File: config.mk
export PLATFORM = sky130hd
export DESIGN_NAME = am_lock_module
export DESIGN_NICKNAME = d
export VERILOG_FILES = /design/src/source/am_lock_pkg.sv /design/src/source/am_lock_module.sv /design/src/source/am_error_counter.sv /design/src/source/bip_calculator.sv /design/src/source/lane_id_decoder.sv /design/src/source/am_lock_fsm.sv /design/src/source/am_lock_comparator.sv
export SDC_FILE = /design/constraint.sdc
export NUM_CORES = 1
export LEC_CHECK = 0
export ABC_AREA = 1
export BUFFER_PORTS_ARGS = -buffer_cell sky130_fd_sc_hd__buf_2
export CORE_UTILIZATION = 36
export CTS_CLUSTER_DIAMETER = 30
export DETAILED_ROUTE_END_ITERATION = 8
export GPL_TIMING_DRIVEN = 0
export SYNTH_ARGS = -nofsm -noshare
export SYNTH_HDL_FRONTEND = slang
export SYNTH_SLANG_ARGS = --single-unit
File: constraint.sdc
create_clock -name i_clock -period 2.1 [get_ports i_clock]
set_input_delay 0.525 -clock i_clock [delete_from_list [all_inputs] [get_ports i_clock]]
set_output_delay 0.525 -clock i_clock [all_outputs]
set_load 0.02 [all_outputs]
File: src/source/am_lock_pkg.sv
`default_nettype none

package am_lock_pkg;

	localparam int NB_CODED_BLOCK = 66;            // sync header plus 64 payload bits
	localparam int NB_AM          = 48;            // m0..m2 and m4..m6
	localparam int NB_BIP         = 8;
	localparam int N_AM_TABLE     = 20;            // lanes defined for 100G

	localparam logic [1:0] CTRL_SH         = 2'b10;   // control block header
	localparam logic [7:0] BLOCK_TYPE_CTRL = 8'h1E;   // all-control block type
	localparam logic [6:0] PCS_IDLE        = 7'h00;   // idle control character

	// idle control block put in place of a marker
	localparam logic [NB_CODED_BLOCK-1:0] IDLE_BLOCK =
		{CTRL_SH, BLOCK_TYPE_CTRL, {8{PCS_IDLE}}};

	// marker fields in transmit order, msb first
	typedef struct packed {
		logic [1:0] sh;                          // sync header
		logic [7:0] m0;
		logic [7:0] m1;
		logic [7:0] m2;
		logic [7:0] bip3;                        // parity over previous period
		logic [7:0] m4;                          // m4..m6 are m0..m2 inverted
		logic [7:0] m5;
		logic [7:0] m6;
		logic [7:0] bip7;                        // inverse of bip3
	} am_fields_t;

	typedef union packed {
		logic [NB_CODED_BLOCK-1:0] raw;          // data path view
		am_fields_t                am;           // marker view
	} coded_block_u;

	// {m0,m1,m2,m4,m5,m6} per lane
	localparam logic [NB_AM-1:0] AM_TABLE [0:N_AM_TABLE-1] = '{
		48'hC16821_3E97DE,                       // lane 0
		48'h9D718E_628E71,
		48'h594BE8_A6B417,
		48'h4D957B_B26A84,
		48'hF50709_0AF8F6,
		48'hDD14C2_22EB3D,                       // lane 5
		48'h9A4A26_65B5D9,
		48'h7B4566_84BA99,
		48'hA02476_5FDB89,
		48'h68C9FB_973604,
		48'hFD6C99_029366,                       // lane 10
		48'hB99155_466EAA,
		48'h5CB9B2_A3464D,
		48'h1AF8BD_E50742,
		48'h83C7CA_7C3835,
		48'h3536CD_CAC932,                       // lane 15
		48'hC4314C_3BCEB3,
		48'hADD6B7_522948,
		48'h5F662A_A099D5,
		48'hC0F0E5_3F0F1A                        // lane 19
	};

	typedef struct packed {
		logic am_lock;                           // marker lock reached
		logic resync;                            // one cycle pulse on lock loss
		logic start_of_lane;                     // locked marker on this step
		logic search;                            // fsm hunting for a marker
	} am_status_t;

endpackage

`default_nettype wire
File: src/source/am_lock_module.sv
`timescale 1ns/100ps
`default_nettype none

module am_lock_module
#(
	parameter int  N_ALIGNER        = 20,            // markers searched
	parameter int  N_BLOCKS         = 16383,         // data blocks between markers
	parameter int  NB_ERROR_COUNTER = 32,
	parameter int  MAX_VAL_AM       = 20,
	parameter int  MAX_INV_AM       = 8,
	localparam int NB_LANE_ID       = $clog2(N_ALIGNER),
	localparam int NB_VAL_AM        = $clog2(MAX_VAL_AM),
	localparam int NB_INV_AM        = $clog2(MAX_INV_AM)
)
(
	input  logic                          i_clock,
	input  logic                          i_reset,
	input  logic                          i_rf_enable,          // from register file
	input  logic                          i_valid,              // block strobe
	input  logic                          i_block_lock,         // from block sync
	input  am_lock_pkg::coded_block_u     i_data,               // from block sync
	input  logic [NB_VAL_AM-1:0]          i_rf_valid_am_thr,
	input  logic [NB_INV_AM-1:0]          i_rf_invalid_am_thr,
	input  logic [am_lock_pkg::NB_AM-1:0] i_rf_compare_mask,    // 0 = ignore bit
	output am_lock_pkg::coded_block_u     o_data,               // to deskew
	output logic [NB_LANE_ID-1:0]         o_lane_id,            // to lane reorder
	output logic [NB_ERROR_COUNTER-1:0]   o_error_counter,      // to register file
	output logic                          o_am_lock,
	output logic                          o_resync,
	output logic                          o_start_of_lane
);

	logic [N_ALIGNER-1:0]           match_mask;       // fsm to comparator and decoder
	logic [N_ALIGNER-1:0]           match_vector;     // comparator to fsm
	logic                           am_match;
	logic                           enable_mask;
	logic [am_lock_pkg::NB_BIP-1:0] calculated_bip;
	am_lock_pkg::am_status_t        status;

	// markers leave as idle control blocks
	assign o_data.raw = status.start_of_lane ? am_lock_pkg::IDLE_BLOCK : i_data.raw;

	assign o_am_lock       = status.am_lock;
	assign o_resync        = status.resync;
	assign o_start_of_lane = status.start_of_lane;

	am_lock_comparator #(
		.N_ALIGNER (N_ALIGNER)
	) u_am_lock_comparator (
		.i_block        (i_data),
		.i_compare_mask (i_rf_compare_mask),
		.i_match_mask   (match_mask),
		.i_enable_mask  (enable_mask),
		.o_am_match     (am_match),
		.o_match_vector (match_vector)
	);

	am_lock_fsm #(
		.N_ALIGNER  (N_ALIGNER),
		.N_BLOCKS   (N_BLOCKS),
		.MAX_VAL_AM (MAX_VAL_AM),
		.MAX_INV_AM (MAX_INV_AM)
	) u_am_lock_fsm (
		.i_clock        (i_clock),
		.i_reset        (i_reset),
		.i_enable       (i_rf_enable),
		.i_valid        (i_valid),
		.i_block_lock   (i_block_lock),
		.i_am_match     (am_match),
		.i_match_vector (match_vector),
		.i_lock_thr     (i_rf_valid_am_thr),
		.i_unlock_thr   (i_rf_invalid_am_thr),
		.o_match_mask   (match_mask),
		.o_enable_mask  (enable_mask),
		.o_status       (status)
	);

	lane_id_decoder #(
		.N_ALIGNER (N_ALIGNER)
	) u_lane_id_decoder (
		.i_match_mask (match_mask),
		.o_lane_id    (o_lane_id)
	);

	bip_calculator u_bip_calculator (
		.i_clock        (i_clock),
		.i_reset        (i_reset),
		.i_enable       (i_rf_enable),
		.i_valid        (i_valid),
		.i_block        (i_data),
		.i_period_start (status.start_of_lane | status.resync),   // restart per period
		.o_bip3         (calculated_bip)
	);

	am_error_counter #(
		.NB_ERROR_COUNTER (NB_ERROR_COUNTER)
	) u_am_error_counter (
		.i_clock          (i_clock),
		.i_reset          (i_reset),
		.i_enable         (i_rf_enable),
		.i_start_of_lane  (status.start_of_lane),
		.i_reset_count    (status.resync),
		.i_received_bip   (i_data.am.bip3),        // marker view of the block
		.i_calculated_bip (calculated_bip),
		.o_error_count    (o_error_counter)
	);

endmodule

`default_nettype wire

File: src/source/am_error_counter.sv
`timescale 1ns/100ps
`default_nettype none

module am_error_counter
#(
	parameter int NB_ERROR_COUNTER = 32
)
(
	input  logic                               i_clock,
	input  logic                               i_reset,
	input  logic                               i_enable,          // from register file
	input  logic                               i_start_of_lane,   // locked marker step
	input  logic                               i_reset_count,     // resync clears
	input  logic [am_lock_pkg::NB_BIP-1:0]     i_received_bip,    // bip3 from marker
	input  logic [am_lock_pkg::NB_BIP-1:0]     i_calculated_bip,  // from bip calculator
	output logic [NB_ERROR_COUNTER-1:0]        o_error_count
);

	logic armed;                                 // a full period lies behind the marker
	logic mismatch;

	assign mismatch = (i_received_bip != i_calculated_bip);

	always_ff @(posedge i_clock)
	begin
		if (i_reset || i_reset_count)
		begin
			o_error_count <= '0;
			armed         <= 1'b0;
		end
		else if (i_enable && i_start_of_lane)
		begin
			armed <= 1'b1;                           // first locked marker opens period
			if (armed && mismatch && o_error_count != '1)
				o_error_count <= o_error_count + 1'b1;   // saturate at all ones
		end
	end

endmodule

`default_nettype wire

File: src/source/bip_calculator.sv
`timescale 1ns/100ps
`default_nettype none

module bip_calculator
(
	input  logic                               i_clock,
	input  logic                               i_reset,
	input  logic                               i_enable,        // from register file
	input  logic                               i_valid,
	input  am_lock_pkg::coded_block_u          i_block,
	input  logic                               i_period_start,  // marker or resync
	output logic [am_lock_pkg::NB_BIP-1:0]     o_bip3           // parity up to this block
);

	am_lock_pkg::coded_block_u             masked_block;   // marker with bip fields zeroed
	logic [am_lock_pkg::NB_BIP-1:0]        bip_acc;

	// table 82-3 columns, ieee bit p sits at raw[65-p]
	// bit k of the result is parity column k
	function automatic logic [am_lock_pkg::NB_BIP-1:0] column_parity(
		input logic [am_lock_pkg::NB_CODED_BLOCK-1:0] blk);
		logic [am_lock_pkg::NB_BIP-1:0] par;
		int p;
		par = '0;
		for (p = 0; p < am_lock_pkg::NB_CODED_BLOCK; p++)
			if (p < 2)                                      // header bits join 3 and 4
				par[p+3] = par[p+3] ^ blk[am_lock_pkg::NB_CODED_BLOCK-1-p];
			else
				par[(p-2)%8] = par[(p-2)%8] ^ blk[am_lock_pkg::NB_CODED_BLOCK-1-p];
		return par;
	endfunction

	always_comb
	begin
		masked_block         = i_block;
		masked_block.am.bip3 = '0;
		masked_block.am.bip7 = '0;
	end

	always_ff @(posedge i_clock)
	begin
		if (i_reset)
			bip_acc <= '0;
		else if (i_enable && i_valid)
		begin
			if (i_period_start)
				bip_acc <= column_parity(masked_block.raw);           // new period
			else
				bip_acc <= bip_acc ^ column_parity(i_block.raw);
		end
	end

	assign o_bip3 = bip_acc;                       // ready before the marker edge

endmodule

`default_nettype wire

File: src/source/lane_id_decoder.sv
`timescale 1ns/100ps
`default_nettype none

module lane_id_decoder
#(
	parameter int  N_ALIGNER  = 20,
	localparam int NB_LANE_ID = $clog2(N_ALIGNER)
)
(
	input  logic [N_ALIGNER-1:0]  i_match_mask,     // one-hot, all ones in search
	output logic [NB_LANE_ID-1:0] o_lane_id         // to lane reorder
);

	// lowest set bit wins, so an all ones mask reads as lane 0
	always_comb
	begin
		o_lane_id = '0;
		for (int i = N_ALIGNER - 1; i >= 0; i--)
			if (i_match_mask[i])
				o_lane_id = NB_LANE_ID'(i);
	end

endmodule

`default_nettype wire

File: src/source/am_lock_fsm.sv
`timescale 1ns/100ps
`default_nettype none

module am_lock_fsm
#(
	parameter int  N_ALIGNER  = 20,
	parameter int  N_BLOCKS   = 16383,            // data blocks between markers
	parameter int  MAX_VAL_AM = 20,
	parameter int  MAX_INV_AM = 8,
	localparam int NB_VAL_AM  = $clog2(MAX_VAL_AM),
	localparam int NB_INV_AM  = $clog2(MAX_INV_AM),
	localparam int NB_TIMER   = $clog2(N_BLOCKS + 1)
)
(
	input  logic                    i_clock,
	input  logic                    i_reset,
	input  logic                    i_enable,           // from register file
	input  logic                    i_valid,            // one step per valid cycle
	input  logic                    i_block_lock,       // from block sync
	input  logic                    i_am_match,         // from comparator
	input  logic [N_ALIGNER-1:0]    i_match_vector,     // from comparator
	input  logic [NB_VAL_AM-1:0]    i_lock_thr,         // good markers to lock
	input  logic [NB_INV_AM-1:0]    i_unlock_thr,       // bad markers to unlock
	output logic [N_ALIGNER-1:0]    o_match_mask,       // to comparator and decoder
	output logic                    o_enable_mask,      // to comparator
	output am_lock_pkg::am_status_t o_status
);

	localparam logic [1:0] ST_SEARCH = 2'd0;
	localparam logic [1:0] ST_CHECK  = 2'd1;
	localparam logic [1:0] ST_LOCKED = 2'd2;

	logic [1:0]           state;
	logic [N_ALIGNER-1:0] lane_mask;            // one-hot lane, all ones in search
	logic [N_ALIGNER-1:0] first_hit;            // lowest matching entry
	logic [NB_TIMER-1:0]  timer;                // steps since last marker
	logic                 timer_done;           // expected marker position
	logic [NB_VAL_AM-1:0] val_count;
	logic [NB_VAL_AM:0]   val_next;             // extra bit keeps the carry
	logic [NB_INV_AM-1:0] inv_count;
	logic [NB_INV_AM:0]   inv_next;
	logic                 resync;

	assign first_hit  = i_match_vector & (~i_match_vector + 1'b1);
	assign timer_done = (timer == NB_TIMER'(N_BLOCKS));
	assign val_next   = val_count + 1'b1;
	assign inv_next   = inv_count + 1'b1;

	always_ff @(posedge i_clock)
	begin
		if (i_reset)
		begin
			state     <= ST_SEARCH;
			lane_mask <= '1;
			timer     <= '0;
			val_count <= '0;
			inv_count <= '0;
			resync    <= 1'b0;
		end
		else if (!i_enable || !i_block_lock)            // immediate fallback
		begin
			state     <= ST_SEARCH;
			lane_mask <= '1;
			timer     <= '0;
			val_count <= '0;
			inv_count <= '0;
			resync    <= (state == ST_LOCKED);           // only a lost lock resyncs
		end
		else
		begin
			resync <= 1'b0;
			if (i_valid)                                // gaps freeze everything
			begin
				case (state)
				ST_SEARCH:
					if (i_am_match)
					begin
						lane_mask <= first_hit;                 // keep found lane
						val_count <= NB_VAL_AM'(1);
						timer     <= '0;
						state     <= (i_lock_thr <= NB_VAL_AM'(1)) ? ST_LOCKED : ST_CHECK;
					end
				ST_CHECK:
				begin
					timer <= timer_done ? '0 : timer + 1'b1;
					if (timer_done && i_am_match)
					begin
						val_count <= val_next[NB_VAL_AM-1:0];
						if (val_next >= i_lock_thr)
						begin
							state     <= ST_LOCKED;
							inv_count <= '0;
						end
					end
					else if (timer_done)                        // miss before lock
					begin
						state     <= ST_SEARCH;
						lane_mask <= '1;
						val_count <= '0;
					end
				end
				ST_LOCKED:
				begin
					timer <= timer_done ? '0 : timer + 1'b1;
					if (timer_done && i_am_match)
						inv_count <= '0;                        // good marker heals
					else if (timer_done && inv_next >= i_unlock_thr)
					begin
						state     <= ST_SEARCH;
						lane_mask <= '1;
						val_count <= '0;
						inv_count <= '0;
						resync    <= 1'b1;
					end
					else if (timer_done)
						inv_count <= inv_next[NB_INV_AM-1:0];
				end
				default:
					state <= ST_SEARCH;
				endcase
			end
		end
	end

	assign o_match_mask  = lane_mask;
	assign o_enable_mask = (state != ST_SEARCH);     // check only the kept lane

	assign o_status.am_lock       = (state == ST_LOCKED);
	assign o_status.resync        = resync;
	assign o_status.start_of_lane = i_valid && (state == ST_LOCKED) && timer_done;
	assign o_status.search        = (state == ST_SEARCH);

endmodule

`default_nettype wire

File: src/source/am_lock_comparator.sv
`timescale 1ns/100ps
`default_nettype none

module am_lock_comparator
#(
	parameter int N_ALIGNER = 20                    // table entries searched
)
(
	input  am_lock_pkg::coded_block_u      i_block,          // block under test
	input  logic [am_lock_pkg::NB_AM-1:0]  i_compare_mask,   // 0 = don't care bit
	input  logic [N_ALIGNER-1:0]           i_match_mask,     // lane kept by fsm
	input  logic                           i_enable_mask,    // restrict to i_match_mask
	output logic                           o_am_match,
	output logic [N_ALIGNER-1:0]           o_match_vector    // one bit per table entry
);

	logic [am_lock_pkg::NB_AM-1:0] am_value;     // marker bytes without bip fields
	logic                          ctrl_sh;

	assign am_value = {i_block.am.m0, i_block.am.m1, i_block.am.m2,
		i_block.am.m4, i_block.am.m5, i_block.am.m6};
	assign ctrl_sh  = (i_block.am.sh == am_lock_pkg::CTRL_SH);   // markers are ctrl blocks

	for (genvar i = 0; i < N_ALIGNER; i++)
	begin : g_entry
		logic entry_en;                          // entry taking part in compare
		logic entry_hit;                         // masked pattern equal

		assign entry_en  = !i_enable_mask || i_match_mask[i];
		assign entry_hit =
			((am_value ^ am_lock_pkg::AM_TABLE[i]) & i_compare_mask) == '0;
		assign o_match_vector[i] = ctrl_sh && entry_en && entry_hit;
	end

	assign o_am_match = |o_match_vector;         // any enabled lane hit

endmodule

`default_nettype wire

==> out/summary.txt <==
status -> finished, violations left
failing checks -> setup timing
root buf cell -> clkbuf_16
fraction of the cycle the final worst path needs -> 129%
Worst Max-Slew Pin Slew -> 1.18 ns
router iterations before antenna repair -> 6
Post-synth EDFFs -> 0
Crit path arrival time -> 2.17 ns
kind of critical path -> reg -> out
initial antenna violation count -> 1
WP data required -> 1.57 ns
top fanout value on the critical path -> 8
RD Place Congestion -> 1.08
global route hottest layer -> met2
Via-to-Cell Ratio -> 5.44
CTS tree -> built
leakage -> 0.00751 uW
Period minus WS final -> 2.70 ns
final instance area -> 0.0162 sq mm
IO Pins -> 233
dpl cell area -> 0.0128 sq mm
Initial Util -> 37.1%
met2 GRT Util -> 57.7%
CORE AREA -> 0.0281 sq mm
gr usage total -> 36.8%
Cell Count, Final, Fillers Out -> 2705
top cells by count, synth -> nand2_1, nor2_1, inv_1
distinct cell type count after synthesis -> 49
pin count of the biggest net entering global routing -> 17
hpwl dp -> 45.0 mm
Clock transition at path regs -> 0.08 ns
final worst setup slack -> -0.599 ns
Post-Route Skew -> 0.0140 ns
share of cells above drive strength 1 -> 40.7%
clk buf depth -> 2
ys flop type -> dfxtp_1
Vias -> 14700
Final nets -> 2464
CTS buffer count -> 9
synth-to-layout area growth -> 55.2%
# setup viols final -> 154
remaining antenna violation count -> 0
VDD IR max -> 364 uV
Final Max Slew Viols -> 0
count leader, synth -> nand2_1
final hold slack -> 0.465 ns
setup_tns -> -66.65 ns
average size of a mapped cell -> 5.33 sq um
Placed Instances -> 2560
Max Cap Violations -> 0
RSZ-0062 raised after global routing -> true
post-synth top area cell -> nand2_1
vias in the first global route -> 13300
CTS sink cnt -> 86
CP Capture Type -> primary output
Max transition margin -> 21.0%
synthesized instance count -> 1951
remaining global-route overflow -> 0
Fmax achieved -> 0.371 GHz
synthesized cell area -> 0.0104 sq mm
Avg WL per Cell -> 20.8 um
Cell Pwr Density -> 354 mW/mm^2
buffers added on ports -> 231
M1 GR Usage -> 48.3%
top cells by area, synth -> nand2_1, dfxtp_1, nor2_1, inv_1, nand3_1
Post-CTS Hold Fix Bufs -> 0
DIE AREA -> 0.0296 sq mm
Yosys top cell area share -> 21.2%
DR iter-0 viols -> 1644
met3 global-route usage -> 8.49%
H-Tree Depth -> 3
worst min path class -> reg -> reg
#FFs+latches synth -> 86
first-pass GRT wire length -> 79.9 mm
final hold violation count -> 0
Ys Warns -> 0
crit path launch type -> flop
site row count -> 61
sequential area share after synthesis -> 16.5%
DRC -> 0
Clock Latency Late Sink -> 0.35 ns
Die Span X -> 172 um
Chip Height -> 172 um
syn nets -> 2094
Synth async-reset ratio -> 0%
fillcell total -> 2819
DRT Wirelength -> 56.3 mm
## per-stage QoR
step | utilization, % | total power (uW) | setup WS (ns)
2_1_floorplan | - | 2950 | -0.0223
3_3_place_gp | 45.5 | 3730 | -1.29
3_5_place_dp | 45.5 | 3720 | -1.23
4_1_cts | 54.1 | 5640 | -0.709
5_1_grt | 57.5 | 5940 | -0.683
6_report | 57.5 | 5710 | -0.599
## cell type report
cell class / instances / area, sq um / share of cell area [%]
Antenna cell: 1 / 2.50 / 0.0155
Clock buffer: 10 / 239 / 1.48
Multi-Input combinational cell: 1566 / 9630 / 59.6
Timing Repair Buffer: 356 / 2540 / 15.7
Clock inverter: 6 / 52.6 / 0.325
Tap cell: 378 / 473 / 2.93
Sequential cell: 86 / 1750 / 10.8
Buffer: 29 / 314 / 1.94
Timing Repair inverter: 1 / 11.3 / 0.0697
Inverter: 272 / 1140 / 7.06
## worst paths after layout
path	startpoint	endpoint	slack (ns)	cells past startpoint
setup / recovery	u_am_lock_fsm.timer[0]$_SDFFE_PP0P_	o_data[44]	-0.60	12
hold / removal	u_am_error_counter.armed$_SDFFE_PP0P_	u_am_error_counter.armed$_SDFFE_PP0P_	0.46	2
setup reg to reg	u_am_lock_fsm.state[1]$_SDFFE_PP0P_	u_am_lock_fsm.o_match_mask[3]$_SDFFE_PP1P_	-0.54	17
hold reg to reg	u_am_error_counter.armed$_SDFFE_PP0P_	u_am_error_counter.armed$_SDFFE_PP0P_	0.46	2
## cell usage in the layout, fill, tap and decap left out, types with 48 or more instances in the layout
cell,instances
buf_2,193
inv_1,193
xnor2_1,48
nand2_1,402
nor2_2,70
dfxtp_1,70
inv_2,50
nor2_1,299
nand2_4,63
nor2_4,72
xor2_1,55
nand2_2,136
nand3_1,73
nand4_1,59
buf_4,108
## routing by layer
| metal | wire length [um] | vias up | share of wire, % |
|---|---|---|---|
| met2 | 24500 | 796 | 43 |
| li1 | - | 6869 | - |
| met5 | 0 | - | 0 |
| met4 | 2650 | 0 | 4.7 |
| met1 | 23800 | 6911 | 42 |
| met3 | 5400 | 152 | 9.6 |
## registers in the layout, indices dropped and copies added, names as in the netlist
| name | count |
|---|---|
| u_am_lock_fsm.resync | 1 |
| u_am_error_counter.armed | 1 |
| u_bip_calculator.o_bip3 | 8 |
| u_am_lock_fsm.inv_count | 3 |
| u_am_error_counter.o_error_count | 32 |
| u_am_lock_fsm.state | 2 |
| u_am_lock_fsm.o_match_mask | 20 |
| u_am_lock_fsm.val_count | 5 |
| u_am_lock_fsm.timer | 14 |
## timing repair
action                     in CTS  in global routing
cloned                          8                  3
gates resized for setup       349                193
buffers inserted               96                 23
pin swaps                      93                 76
setup endpoints to repair     155                156
## critical path, stage by stage (launching register included)
cell and delay [ns]:
dfxtp_2 0.36, ha_4 0.15, inv_4 0.04, nor3_4 0.13, nand3_2 0.13, nor2_4 0.16, nand3_4 0.10, nor2_4 0.12
buf_12 0.15, buf_12 0.13, clkbuf_16 0.15, nor2_2 0.05, buf_6 0.13
## kinds of logic (layout without fill, tap and decap cells)
kind of cell,after synthesis,count (layout),share of synthesized area [%]
XOR/XNOR,104,104,8.75
buffers and inverters,301,674,11.4
other,0,1,0
flip-flops,86,86,16.5
adder cells (fa/ha/maj),16,16,1.92
AND/OR/NAND/NOR,1306,1307,54.1
AO/OA/AOI/OAI,138,139,7.26
## where the power goes
group / internal (uW) / switching (uW) / total [uW]
Clock: 856 / 784 / 1640
Combinational: 794 / 1620 / 2410
Sequential: 1640 / 18.7 / 1660
Total: 3290 / 2420 / 5710
(Power assumes the default switching activity.)
